===== src/logic/msx_pkg.sv =====
package msx_pkg;

   // Memory system geometry
   localparam int unsigned num_slots = 4;
   localparam int unsigned ram_aw = 27;
   localparam int unsigned page_bits = 14;
   localparam int unsigned base_bits = ram_aw - page_bits;

   // PPI sits at A8h..ABh, port A is offset 0
   localparam logic [7:0] ppi_port_base = 8'hA8;

   // Floating data bus reads back as all ones
   localparam logic [7:0] empty_data = 8'hFF;

   typedef enum logic [1:0] {
      blk_none = 2'd0,
      blk_rom  = 2'd1,
      blk_ram  = 2'd2
   } block_kind_t;

   // One 16 KB page of a slot
   typedef struct packed {
      block_kind_t          kind;
      logic [base_bits-1:0] base;
   } page_map_t;

   // Indexed by CPU page, addr[15:14]
   typedef page_map_t [3:0] slot_layout_t;

   typedef struct packed {
      logic        valid;
      logic        rd;
      logic        wr;
      logic        iorq;
      logic        m1;
      logic [15:0] addr;
      logic [7:0]  data;
   } cpu_req_t;

   typedef struct packed {
      logic                 valid;
      logic                 rd;
      logic                 wr;
      logic                 io;
      logic [7:0]           io_data;
      logic [1:0]           slot;
      logic [1:0]           page;
      logic [page_bits-1:0] offset;
      logic [7:0]           data;
   } dec_req_t;

   typedef struct packed {
      logic              ce;
      logic              rnw;
      logic [ram_aw-1:0] addr;
      logic [7:0]        din;
   } ram_req_t;

   typedef struct packed {
      logic     hit;
      ram_req_t ram;
   } slot_out_t;

   typedef struct packed {
      logic       valid;
      logic [7:0] data;
   } cpu_resp_t;

endpackage


===== src/logic/msx_slot_bus.sv =====
module msx_slot_bus (
   input  logic                  clock_bus,
   input  logic                  reset,
   input  msx_pkg::cpu_req_t     cpu_req,
   output msx_pkg::cpu_resp_t    cpu_resp,
   input  msx_pkg::slot_layout_t slot_layout [msx_pkg::num_slots],
   output msx_pkg::ram_req_t     ram_req,
   input  logic [7:0]            ram_dout,
   output logic [7:0]            slot_reg,
   output logic                  wait_n
);

   msx_pkg::dec_req_t  dec_req;
   msx_pkg::slot_out_t slot_out [msx_pkg::num_slots];

   // I/O decode, slot register and M1 wait
   slot_bus_decoder slot_bus_decoder_i (
      .clock_bus (clock_bus),
      .reset     (reset),
      .cpu_req   (cpu_req),
      .dec_req   (dec_req),
      .slot_reg  (slot_reg),
      .wait_n    (wait_n)
   );

   // One unit per primary slot
   for (genvar i = 0; i < msx_pkg::num_slots; i++) begin : g_slot
      slot_unit #(
         .slot_id (i)
      ) slot_unit_i (
         .clock_bus (clock_bus),
         .reset     (reset),
         .layout    (slot_layout[i]),
         .dec_req   (dec_req),
         .slot_out  (slot_out[i])
      );
   end

   // External memory port and CPU read data
   slot_merge slot_merge_i (
      .clock_bus (clock_bus),
      .reset     (reset),
      .dec_req   (dec_req),
      .slot_out  (slot_out),
      .ram_req   (ram_req),
      .ram_dout  (ram_dout),
      .cpu_resp  (cpu_resp)
   );

endmodule


===== src/logic/slot_bus_decoder.sv =====
module slot_bus_decoder (
   input  logic              clock_bus,
   input  logic              reset,
   input  msx_pkg::cpu_req_t cpu_req,
   output msx_pkg::dec_req_t dec_req,
   output logic [7:0]        slot_reg,
   output logic              wait_n
);

   logic       ppi_sel;
   logic       port_a_sel;
   logic       port_a_wr;
   logic       map_valid;
   logic [1:0] page;
   logic [1:0] page_slot;
   logic [1:0] active_slot;

   // PPI window A8h..AB, interrupt acknowledge never hits it
   assign ppi_sel = cpu_req.iorq & ~cpu_req.m1 &
                    (cpu_req.addr[7:2] == msx_pkg::ppi_port_base[7:2]);

   assign port_a_sel = ppi_sel & (cpu_req.addr[1:0] == msx_pkg::ppi_port_base[1:0]);
   assign port_a_wr  = cpu_req.valid & cpu_req.wr & port_a_sel;

   assign page = cpu_req.addr[15:14];

   // Two bits of the slot register per page
   always_comb begin
      case (page)
         2'd0:    page_slot = slot_reg[1:0];
         2'd1:    page_slot = slot_reg[3:2];
         2'd2:    page_slot = slot_reg[5:4];
         default: page_slot = slot_reg[7:6];
      endcase
   end

   // Whole map sits in slot 0 until the register is first written
   assign active_slot = map_valid ? page_slot : 2'b00;

   // Primary slot register
   always_ff @(posedge clock_bus or posedge reset) begin
      if (reset) begin
         slot_reg  <= '0;
         map_valid <= 1'b0;
      end else if (port_a_wr) begin
         slot_reg  <= cpu_req.data;
         map_valid <= 1'b1;
      end
   end

   // Decoded request stage
   always_ff @(posedge clock_bus or posedge reset) begin
      if (reset) begin
         dec_req <= '0;
      end else begin
         dec_req.valid  <= cpu_req.valid;
         dec_req.rd     <= cpu_req.rd;
         dec_req.wr     <= cpu_req.wr;
         dec_req.io     <= cpu_req.iorq;
         dec_req.slot   <= active_slot;
         dec_req.page   <= page;
         dec_req.offset <= cpu_req.addr[msx_pkg::page_bits-1:0];
         dec_req.data   <= cpu_req.data;
         // Port A reads back the register, anything else floats
         if (cpu_req.rd && port_a_sel) begin
            dec_req.io_data <= slot_reg;
         end else begin
            dec_req.io_data <= msx_pkg::empty_data;
         end
      end
   end

   // One wait state per M1 cycle
   always_ff @(posedge clock_bus or posedge reset) begin
      if (reset) begin
         wait_n <= 1'b1;
      end else begin
         wait_n <= ~(cpu_req.valid & cpu_req.m1);
      end
   end

endmodule


===== src/logic/slot_merge.sv =====
module slot_merge (
   input  logic               clock_bus,
   input  logic               reset,
   input  msx_pkg::dec_req_t  dec_req,
   input  msx_pkg::slot_out_t slot_out [msx_pkg::num_slots],
   output msx_pkg::ram_req_t  ram_req,
   input  logic [7:0]         ram_dout,
   output msx_pkg::cpu_resp_t cpu_resp
);

   logic       any_hit;
   logic       rd_q1;
   logic       rd_q2;
   logic       hit_q2;
   logic [7:0] data_q1;
   logic [7:0] data_q2;

   // Only one slot drives a request at a time, so a plain OR does
   always_comb begin
      ram_req = '0;
      any_hit = 1'b0;
      for (int i = 0; i < msx_pkg::num_slots; i++) begin
         ram_req = ram_req | slot_out[i].ram;
         any_hit = any_hit | slot_out[i].hit;
      end
   end

   // Read tag, lined up with the slot stage and then the memory
   always_ff @(posedge clock_bus or posedge reset) begin
      if (reset) begin
         rd_q1  <= 1'b0;
         rd_q2  <= 1'b0;
         hit_q2 <= 1'b0;
      end else begin
         rd_q1  <= dec_req.valid & dec_req.rd;
         rd_q2  <= rd_q1;
         hit_q2 <= any_hit;
      end
   end

   // I/O data, or FFh for an empty page
   always_ff @(posedge clock_bus) begin
      data_q1 <= dec_req.io_data;
      data_q2 <= data_q1;
   end

   // Response four cycles after the request
   always_ff @(posedge clock_bus or posedge reset) begin
      if (reset) begin
         cpu_resp <= '0;
      end else begin
         cpu_resp.valid <= rd_q2;
         if (hit_q2) begin
            cpu_resp.data <= ram_dout;
         end else begin
            cpu_resp.data <= data_q2;
         end
      end
   end

endmodule


===== src/logic/slot_unit.sv =====
module slot_unit #(
   parameter int unsigned slot_id = 0
) (
   input  logic                  clock_bus,
   input  logic                  reset,
   input  msx_pkg::slot_layout_t layout,
   input  msx_pkg::dec_req_t     dec_req,
   output msx_pkg::slot_out_t    slot_out
);

   msx_pkg::page_map_t page_map;
   logic               selected;
   logic               page_used;
   logic               serve_rd;
   logic               serve_wr;

   assign page_map = layout[dec_req.page];

   // Memory cycle aimed at this primary slot
   assign selected = dec_req.valid & ~dec_req.io & (dec_req.slot == 2'(slot_id));

   assign page_used = (page_map.kind == msx_pkg::blk_rom) ||
                      (page_map.kind == msx_pkg::blk_ram);

   // ROM pages silently drop writes
   assign serve_rd = selected & dec_req.rd & page_used;
   assign serve_wr = selected & dec_req.wr & (page_map.kind == msx_pkg::blk_ram);

   // Idle output stays all zero so the merge can OR the slots together
   always_ff @(posedge clock_bus or posedge reset) begin
      if (reset) begin
         slot_out <= '0;
      end else if (serve_rd || serve_wr) begin
         slot_out.hit      <= serve_rd;
         slot_out.ram.ce   <= 1'b1;
         slot_out.ram.rnw  <= serve_rd;
         slot_out.ram.addr <= {page_map.base, dec_req.offset};
         if (serve_wr) begin
            slot_out.ram.din <= dec_req.data;
         end else begin
            slot_out.ram.din <= 8'h00;
         end
      end else begin
         slot_out <= '0;
      end
   end

endmodule


===== config.mk =====
export PLATFORM = sky130hd
export DESIGN_NAME = msx_slot_bus
export DESIGN_NICKNAME = d
export VERILOG_FILES = /design/src/logic/msx_pkg.sv /design/src/logic/msx_slot_bus.sv /design/src/logic/slot_bus_decoder.sv /design/src/logic/slot_merge.sv /design/src/logic/slot_unit.sv
export SDC_FILE = /design/constraint.sdc
export NUM_CORES = 1
export LEC_CHECK = 0
export ABC_AREA = 1
export BUFFER_PORTS_ARGS = -buffer_cell sky130_fd_sc_hd__buf_2
export CAP_MARGIN = 15
export CELL_PAD_IN_SITES_DETAIL_PLACEMENT = 0
export CELL_PAD_IN_SITES_GLOBAL_PLACEMENT = 1
export CORE_MARGIN = 3
export CORE_UTILIZATION = 32
export CTS_CLUSTER_DIAMETER = 40
export DETAILED_ROUTE_END_ITERATION = 10
export GPL_TIMING_DRIVEN = 0
export PLACE_DENSITY = 0.73
export SYNTH_ARGS = -nofsm -noshare
export SYNTH_HDL_FRONTEND = slang
export SYNTH_SLANG_ARGS = --single-unit

===== constraint.sdc =====
create_clock -name clock_bus -period 5.96 [get_ports clock_bus]
set_clock_uncertainty 0.05 [all_clocks]
set_input_delay 0.298 -clock clock_bus [delete_from_list [all_inputs] [get_ports clock_bus]]
set_output_delay 0.298 -clock clock_bus [all_outputs]
set_load 0.1 [all_outputs]

Yosys cells after proc, flatten, opt, wreduce, memory -nomap -nowiden --
Cells that the tools add are included.
Storage, ports and cells: flip-flop bits (word level) 228, input port bits 279, word-level logic and storage cells 123
Operators by class: $lt $le $gt $ge 1, equality and inequality tests 14, muxes and demuxes 20, bitwise operators 37, reduce and logical (&&, ||, !) cells 12
Operators by type and width (number):
- $mux W38 | 4
- $bmux W15 S2 | 4
- $or A37 B37 Y37 | 3
- $mux W15 | 4
- $mux W8 | 6
- $and A1 B1 Y1 | 28
- $eq A2 B2 Y1 const B | 7
- $eq A2 B1 Y1 const B | 6
- $logic_or A1 B1 Y1 | 8
- $eq A6 B6 Y1 const B | 1
- $logic_not A2 Y1 | 3
- $pmux W2 S3 | 1
- $lt A2 B3 Y1 const B | 1
- $not A1 Y1 | 3
- $or A1 B1 Y1 | 3
- $mux W2 | 1
- $logic_and A1 B1 Y1 | 1

Longest topological paths before layout --
Gate-level depths: netlist of the first run.
word-level depth 7, mapped depth 13, gate-level depth less buffers 10

Hierarchy --
Synthesis of the first run repeated with hierarchy kept, for this count alone.
Second synthesis, totals: cells, all modules 1473, area, all modules 10963.0 µm²
Modules (own cells, without submodules):
- slot_unit at g_slot[1].slot_unit_i ... | times used 2, cells each 291, area an instance 2058.2 µm², seq. area each 925.9 µm²
- slot_unit at g_slot[0].slot_unit_i | times used 1, cells each 296, area an instance 2021.9 µm², seq. area each 925.9 µm²
- slot_unit at g_slot[3].slot_unit_i | times used 1, cells each 294, area an instance 2014.4 µm², seq. area each 925.9 µm²
- slot_bus_decoder | times used 1, cells each 130, area an instance 1645.3 µm², seq. area each 1202.4 µm²
- slot_merge | times used 1, cells each 171, area an instance 1164.9 µm², seq. area each 620.6 µm²

Worst setup path after synthesis of the first run --
Ideal clock, no wire load.
kind reg2reg, start point register, netlist name slot_bus_decoder_i.dec_req[22], end point register, netlist name g_slot[0].slot_unit_i.slot_out[12], setup time 0.131 ns, arrival time 1.997 ns, required time 5.779 ns, path slack 3.782 ns, stages on the path, launching flop included 11, path buffers 3, clock period less this slack 2.178 ns, path through dfrtp_1 inv_2 buf_2 clkbuf_1 o21ai_0 o22a_1 ha_1 nor2_1 o21ai_2 clkbuf_1 nor2_1
Between the ends: longest elaborated chain between the ends 7
Ends and longest elaborated chain:
- $bmux W15 S2 (*) | line slot_unit.sv:17 | assign page_map = layout[dec_req.page];
- $mux W15 (not written as such) (*) | line slot_unit.sv:17
- $eq A2 B1 Y1 / $eq A2 B2 Y1 (equally long branches) | line slot_unit.sv:22, slot_unit.sv:23, slot_unit.sv:27
- $logic_or A1 B1 Y1 | line slot_unit.sv:22 | assign page_used = (page_map.kind == msx_pkg::blk_rom) ||
- $and A1 B1 Y1 | line slot_unit.sv:26 | assign serve_rd = selected & dec_req.rd & page_used;
- $logic_or A1 B1 Y1 (*) | line slot_unit.sv:33 | end else if (serve_rd || serve_wr) begin
- $mux W38 (*) | line slot_unit.sv:33
Every way passes the cells marked *; elsewhere a longest branch is shown, timed or not. The select of a mux whose other input is x is not followed. A chain may end at the register's enable or synchronous reset.

Final worst setup path of the first run --
start point register, netlist name slot_bus_decoder_i.dec_req[22], end point register, netlist name g_slot[2].slot_unit_i.slot_out[27]
Between the ends: longest elaborated chain between the ends 7
Ends and longest elaborated chain (line):
- $bmux W15 S2 (*) | slot_unit.sv:17
- $mux W15 (not written as such) (*) | slot_unit.sv:17
- $eq A2 B1 Y1 / $eq A2 B2 Y1 (equally long branches) | slot_unit.sv:22, slot_unit.sv:23, slot_unit.sv:27
- $logic_or A1 B1 Y1 | slot_unit.sv:22
- $and A1 B1 Y1 | slot_unit.sv:26
- $logic_or A1 B1 Y1 | slot_unit.sv:33
- $mux W38 (*) | slot_unit.sv:33
Marked as above.

==> out/metrics.cfg, run 1 <==
[layout]
largest_reg_flops = 148
layout-drive-gt1-share_pct = 29.7
syn_to_final_growth_pct = 41.1
fin_cells = 1875
largest_register = g_slot.slot_unit_i.slot_out
fill_cells = 2832
reg_top3 = g_slot.slot_unit_i.slot_out x148, slot_bus_decoder_i.dec_req x38, slot_merge_i.cpu_resp x9
fin_area_um2 = 12900
fin_nets = 1755

[synth]
netlist_instances = 1059
synth.avg_cell_area_um2 = 8.63
ys_seq_area_share_pct = 60.5
synth_area_leaders = dfrtp_1 57%, nor2_1 15%, o21ai_0 7.8%
ys_top_cells_by_count = 368 x nor2_1, 207 x dfrtp_1, 143 x o21ai_0, 107 x nand2_1, 81 x inv_1
synth_top_area_cell = dfrtp_1
yosys_warnings = 0
async_flop_share_pct = 92.9
yosysMostFrequentCell = nor2_1
ys_types = 28
synth_top_area_share_pct = 56.7
ys.flop_type = dfrtp_1
syn_area_um2 = 9140
synthesis.nets = 1342
synth_seq_cells = 224
synth_edf_count = 0

[power]
internal-power_mw = 2.89
p_per_area_nw_per_um2 = 301
power_frac_comb_pct = 11.6
vdd_ir_drop_max_mv = 0.204
clkPwrFrac_pct = 48.4
switching_share_pct = 25.5
p_leak_nw = 7.00
totalPowerFinal_mw = 3.88
power_frac_seq_pct = 40.0
p_switching_uw = 988

[worst_hold_path]
hp-class = input pin to flop
hp-start = slot_layout[114]
worstHoldEndpoint = g_slot[2].slot_unit_i.slot_out[31]
hold_path_depth = 3

[worst_setup_path]
worstSetupPathType = flop to flop
cp-start-kind = flop
path_max_fanout = 10
rr_worst_depth = 10
critPathTopFamily = buffers and inverters
r2r-end = g_slot[2].slot_unit_i.slot_out[27]
crit_buf_inv = 4
critPathRequiredTime_ps = 6330
worstReg2RegStart = slot_bus_decoder_i.dec_req[22]
arrival_ps = 3610
slowest_stage = dlygate4sd3_1
worstPathCellList = inv_2 > buf_2 > clkbuf_1 > o21ai_0 > o22a_1 > ha_1 > nor2_1 > o21ai_2 > a21oi_1 > dlygate4sd3_1
cpPeakStageDelay_ps = 580
cp-end-kind = flop
r2r_slack_ps = 2720

[floorplanning]
initial_core_util_pct = 32.7
core_area_um2 = 27900
ioPinCount = 334
die_area_um2 = 30600
die_w_um = 175
die-height_um = 175
std_cell_rows = 61

[clocking]
cts_sinks = 224
clk_pin_slew_ps = 50
clockRootBuffer = clkbuf_16
clock_path_buffers = 3
worstSkewPairLatency_ps = 540
postCtsSetupBuffers = 0
cts_tree = done
numCtsBuffers = 30
htree_num_levels = 1

[detailed_routing]
avgViaCountPerCell = 4.46
postRouteAntennaNets = 0
firstDrtPassIters = 4
wire_per_inst_um = 16.5
first_iter_violations = 408
routed_wl_um = 30900
vias = 8368
drc = 0

[timing]
final_hold_viol_count = 0
finalMaxSlewViolations = 0
fin_crit_sh_pct = 54.4
fin_ws_ps = 2720
maxSlewHeadroom_pct = 55.5
rsz0062_at_grt = false
min_period_ps = 3240
worst_pin_slew_ps = 668
setup_viol = 0
fmax_mhz = 309
tns_ps = 0

[place]
port_buffers = 333
dp_cells = 1775
place_ws_ps = 2820
dp_hpwl_um = 23600
dpl-instance-area_um2 = 11400
gp_congestion = 0.896

[global_routing]
grt_pass1_wl_um = 46400
antenna_found_initial = 2
grt_use_total_pct = 19.6
grt_overflow = 0
grt_max_degree = 45
grt_pass1_vias = 8291

[job]
cap_violations = 0

[run_status]
status = finished, final reports clean

## stage by stage
stage	utilization, %	hold WS, ps
floorplan	-	260
global placement	40.4	262
detailed placement	40.7	262
CTS	46.2	4.42
global route	46.2	25.9
finish	46.2	22.1
## cells in the final DEF (no fill, tap or decap), types with 5 or more instances in the layout
cell type | Yosys | final
nand2_1 | 107 | 107
nand3_1 | 6 | 6
dlygate4sd3_1 | 0 | 43
bufinv_16 | 0 | 5
mux2_2 | 8 | 8
clkbuf_16 | 0 | 30
inv_2 | 7 | 7
clkinv_2 | 0 | 7
clkbuf_1 | 23 | 25
a21oi_1 | 26 | 26
dfrtp_1 | 207 | 207
nand4_1 | 8 | 8
o21ai_0 | 143 | 143
buf_12 | 0 | 5
dfxtp_1 | 16 | 16
inv_1 | 81 | 80
o21ai_1 | 5 | 5
nor2_1 | 368 | 368
buf_2 | 21 | 354
## power groups by stage
stage               combinational (mW)  clock [mW]  sequential, mW
floorplan                        0.225           0            1.60
global placement                 0.419           0            1.58
detailed placement               0.428           0            1.58
CTS                              0.453        1.91            1.55
global route                     0.493        1.99            1.55
finish                           0.449        1.88            1.55
## final cells by class
class / count / area [um2] / share of cell area (%)
tap: 378 / 473 / 3.67
clock buffer: 35 / 800 / 6.20
buffer: 48 / 214 / 1.66
sequential: 224 / 5530 / 42.9
clock inverter: 21 / 282 / 2.18
inverter: 89 / 338 / 2.62
timing repair buffer: 381 / 2200 / 17.0
antenna: 1 / 2.50 / 0.0194
multi-input combinational: 698 / 3060 / 23.8
## worst register-to-register path: cells and delay by family, from the launching register on
kind	cells	cell delay (ps)
AOI/OAI and AO/OA	4	930
adders and majority gates	1	290
buffers and inverters	4	1350
and+or+nand+nor	1	70
DFF	1	440
## metal layers
| layer | share of wire (%) | vias up | GRT usage, % | wire length, um |
|---|---|---|---|---|
| met1 | 46 | 3904 | 28.1 | 14200 |
| met2 | 47 | 280 | 31.7 | 14400 |
| met3 | 5.6 | 40 | 3.22 | 1720 |
| met5 | 0 | - | 0 | 0 |
| li1 | - | 4144 | - | - |
| met4 | 1.8 | 0 | 4.02 | 569 |
## how the worst max path moves through the flow
stage	start	to	slack [ps]	cells past startpoint
floorplan	reset	g_slot[0].slot_unit_i.slot_out[0]	2910	1
global placement	reset	g_slot[0].slot_unit_i.slot_out[22]	1770	2
detailed placement	slot_bus_decoder_i.dec_req[22]	g_slot[2].slot_unit_i.slot_out[34]	2820	10
CTS	slot_bus_decoder_i.dec_req[22]	g_slot[2].slot_unit_i.slot_out[27]	2670	10
global route	slot_bus_decoder_i.dec_req[22]	g_slot[2].slot_unit_i.slot_out[27]	2440	10
finish	slot_bus_decoder_i.dec_req[22]	g_slot[2].slot_unit_i.slot_out[27]	2720	10
## cells by family after synthesis
kind of cell | count (synthesis) | synth area share (%)
simple gates | 498 | 21.3
flops | 224 | 60.5
compound gates | 188 | 10.7
buf+inv | 137 | 6.00
mux | 8 | 0.986
fa+ha+maj | 4 | 0.548
## what timing repair did
action	CTS	global route
resized for setup	0	0
hold buffers	43	0
endpoints found under the hold margin	69	0
Power figures use the tool's default switching activity.
==> inputs of run 2 (changes only) <==
==> constraint.sdc (replaced) <==
create_clock -name clock_bus -period 2.6 [get_ports clock_bus]
set_clock_uncertainty 0.05 [all_clocks]
set_input_delay 0.13 -clock clock_bus [delete_from_list [all_inputs] [get_ports clock_bus]]
set_output_delay 0.13 -clock clock_bus [all_outputs]
set_load 0.1 [all_outputs]
==> out/metrics.cfg, run 2 (same netlist as run 1, synthesis figures left out) <==
[timing]
rsz0062_at_grt = false
tns_ps = 0
maxSlewHeadroom_pct = 55.6
final_hold_viol_count = 0
fmax_mhz = 405
finalMaxSlewViolations = 0
setup_viol = 0
worst_pin_slew_ps = 665
fin_crit_sh_pct = 95.1
min_period_ps = 2470
fin_ws_ps = 128

[global_routing]
busiest_layer = met2
grt_max_degree = 45
grt_use_total_pct = 20.4
use_met1_pct = 29.0
antenna_found_initial = 2
use_met2_pct = 33.1
grtUsageMet3_pct = 3.06
grt_overflow = 0
grt_pass1_vias = 9028
grt_pass1_wl_um = 48800

[worst_setup_path]
arrival_ps = 2840
worstReg2RegStart = slot_bus_decoder_i.dec_req[22]
r2r_slack_ps = 130
path_max_fanout = 10
critPathRequiredTime_ps = 2970
r2r-end = g_slot[3].slot_unit_i.slot_out[30]
cp-end-kind = flop
worstSetupPathType = flop to flop
rr_worst_depth = 11
cp-start-kind = flop

[floorplanning]
ioPinCount = 334
core_area_um2 = 27900
die-height_um = 175
die_area_um2 = 30600
die_w_um = 175
initial_core_util_pct = 32.7
std_cell_rows = 61

[worst_hold_path]
hold_path_depth = 5
worstHoldEndpoint = g_slot[1].slot_unit_i.slot_out[25]
hp-class = input pin to flop
hp-start = slot_layout[153]

[power]
p_leak_nw = 7.52
p_per_area_nw_per_um2 = 637
totalPowerFinal_mw = 9.08
vdd_ir_drop_max_mv = 0.465

[layout]
largest_register = g_slot.slot_unit_i.slot_out
layout.cells.most_common = nor2_1
layout-drive-gt1-share_pct = 28.3
largest_reg_flops = 148
register_area_um2 = 5530
fin_nets = 1883
fill_cells = 2681
reg_top3 = g_slot.slot_unit_i.slot_out x148, slot_bus_decoder_i.dec_req x38, slot_merge_i.cpu_resp x9
multi_input_area_um2 = 3110
post-route-util_pct = 51.1
final_cell_mix = 365 x nor2_1, 349 x buf_2, 206 x dfrtp_1
syn_to_final_growth_pct = 56.1
fin_cells = 2004

[clocking]
htree_num_levels = 1
clock_path_buffers = 3
cts_tree = done
worstSkewPairLatency_ps = 540
cts_sinks = 224
clk_pin_slew_ps = 60
numCtsBuffers = 30
clockRootBuffer = clkbuf_16

[place]
dp_hpwl_um = 23600
place_ws_ps = -537
port_buffers = 333
gp_congestion = 0.896
dp_cells = 1775

[detailed_routing]
drc = 0
first_iter_violations = 446
postRouteAntennaNets = 0
wire_per_inst_um = 16.0
firstDrtPassIters = 4
routed_wl_um = 32000
avgViaCountPerCell = 4.49
vias = 9002

[job]
cap_violations = 0

[run_status]
status = finished, final reports clean

run 2: repair_timing:
item,in CTS,in global routing
hold buffers,169,0
gates resized for setup,21,4
endpoints found under the setup margin,105,27
hold endpoints to repair,131,0
buffers inserted,4,1
pin swaps,3,1
run 2: layout make-up:
type	count	area share [%]
antenna	2	0.0351
clock buffer	35	5.60
multi-input combinational	698	21.8
sequential	224	38.7
tap	378	3.31
buffer	45	1.59
clock inverter	21	1.97
inverter	89	2.39
timing repair buffer	512	24.6
run 2: worst max-delay path by stage:
stage / depth (start not counted) / endpoint / startpoint / slack [ps]
floorplan: 1 / g_slot[0].slot_unit_i.slot_out[0] / reset / -280
global placement: 2 / g_slot[0].slot_unit_i.slot_out[22] / reset / -1430
detailed placement: 10 / g_slot[2].slot_unit_i.slot_out[34] / slot_bus_decoder_i.dec_req[22] / -540
CTS: 9 / g_slot[1].slot_unit_i.slot_out[31] / slot_bus_decoder_i.dec_req[22] / 20
global route: 11 / g_slot[3].slot_unit_i.slot_out[30] / slot_bus_decoder_i.dec_req[22] / 8
finish: 11 / g_slot[3].slot_unit_i.slot_out[30] / slot_bus_decoder_i.dec_req[22] / 130
run 2: stage by stage:
step | cell area [um2] | hold WS (ps)
after CTS | 14200 | 1.08
after global routing | 14300 | 24.6
final | 14300 | 8.27
after global placement | 11300 | 191
after floorplan | 9140 | 111
after detailed placement | 11400 | 190
run 2: layer usage:
metal | vias up | part of all wire [%]
met4 | 0 | 2.3
li1 | 4400 | -
met3 | 52 | 5.9
met5 | - | 0
met1 | 4207 | 45
met2 | 343 | 46
run 2: worst max-delay path, stage by stage, from the launching register on:
cell     delay [ps]
dfrtp_2         440
buf_6           180
buf_4           220
o21ai_0         130
o22a_1          240
ha_1            310
nor2_2           60
o21ai_4         230
inv_2           100
buf_4           190
nand2_1         140
inv_1            60
run 2: where the power goes:
group	switching [mW]	total, mW	internal [mW]
Clock	1.56	4.30	2.73
Sequential	0.0221	3.56	3.54
Combinational	0.715	1.22	0.510
Total	2.30	9.08	6.78
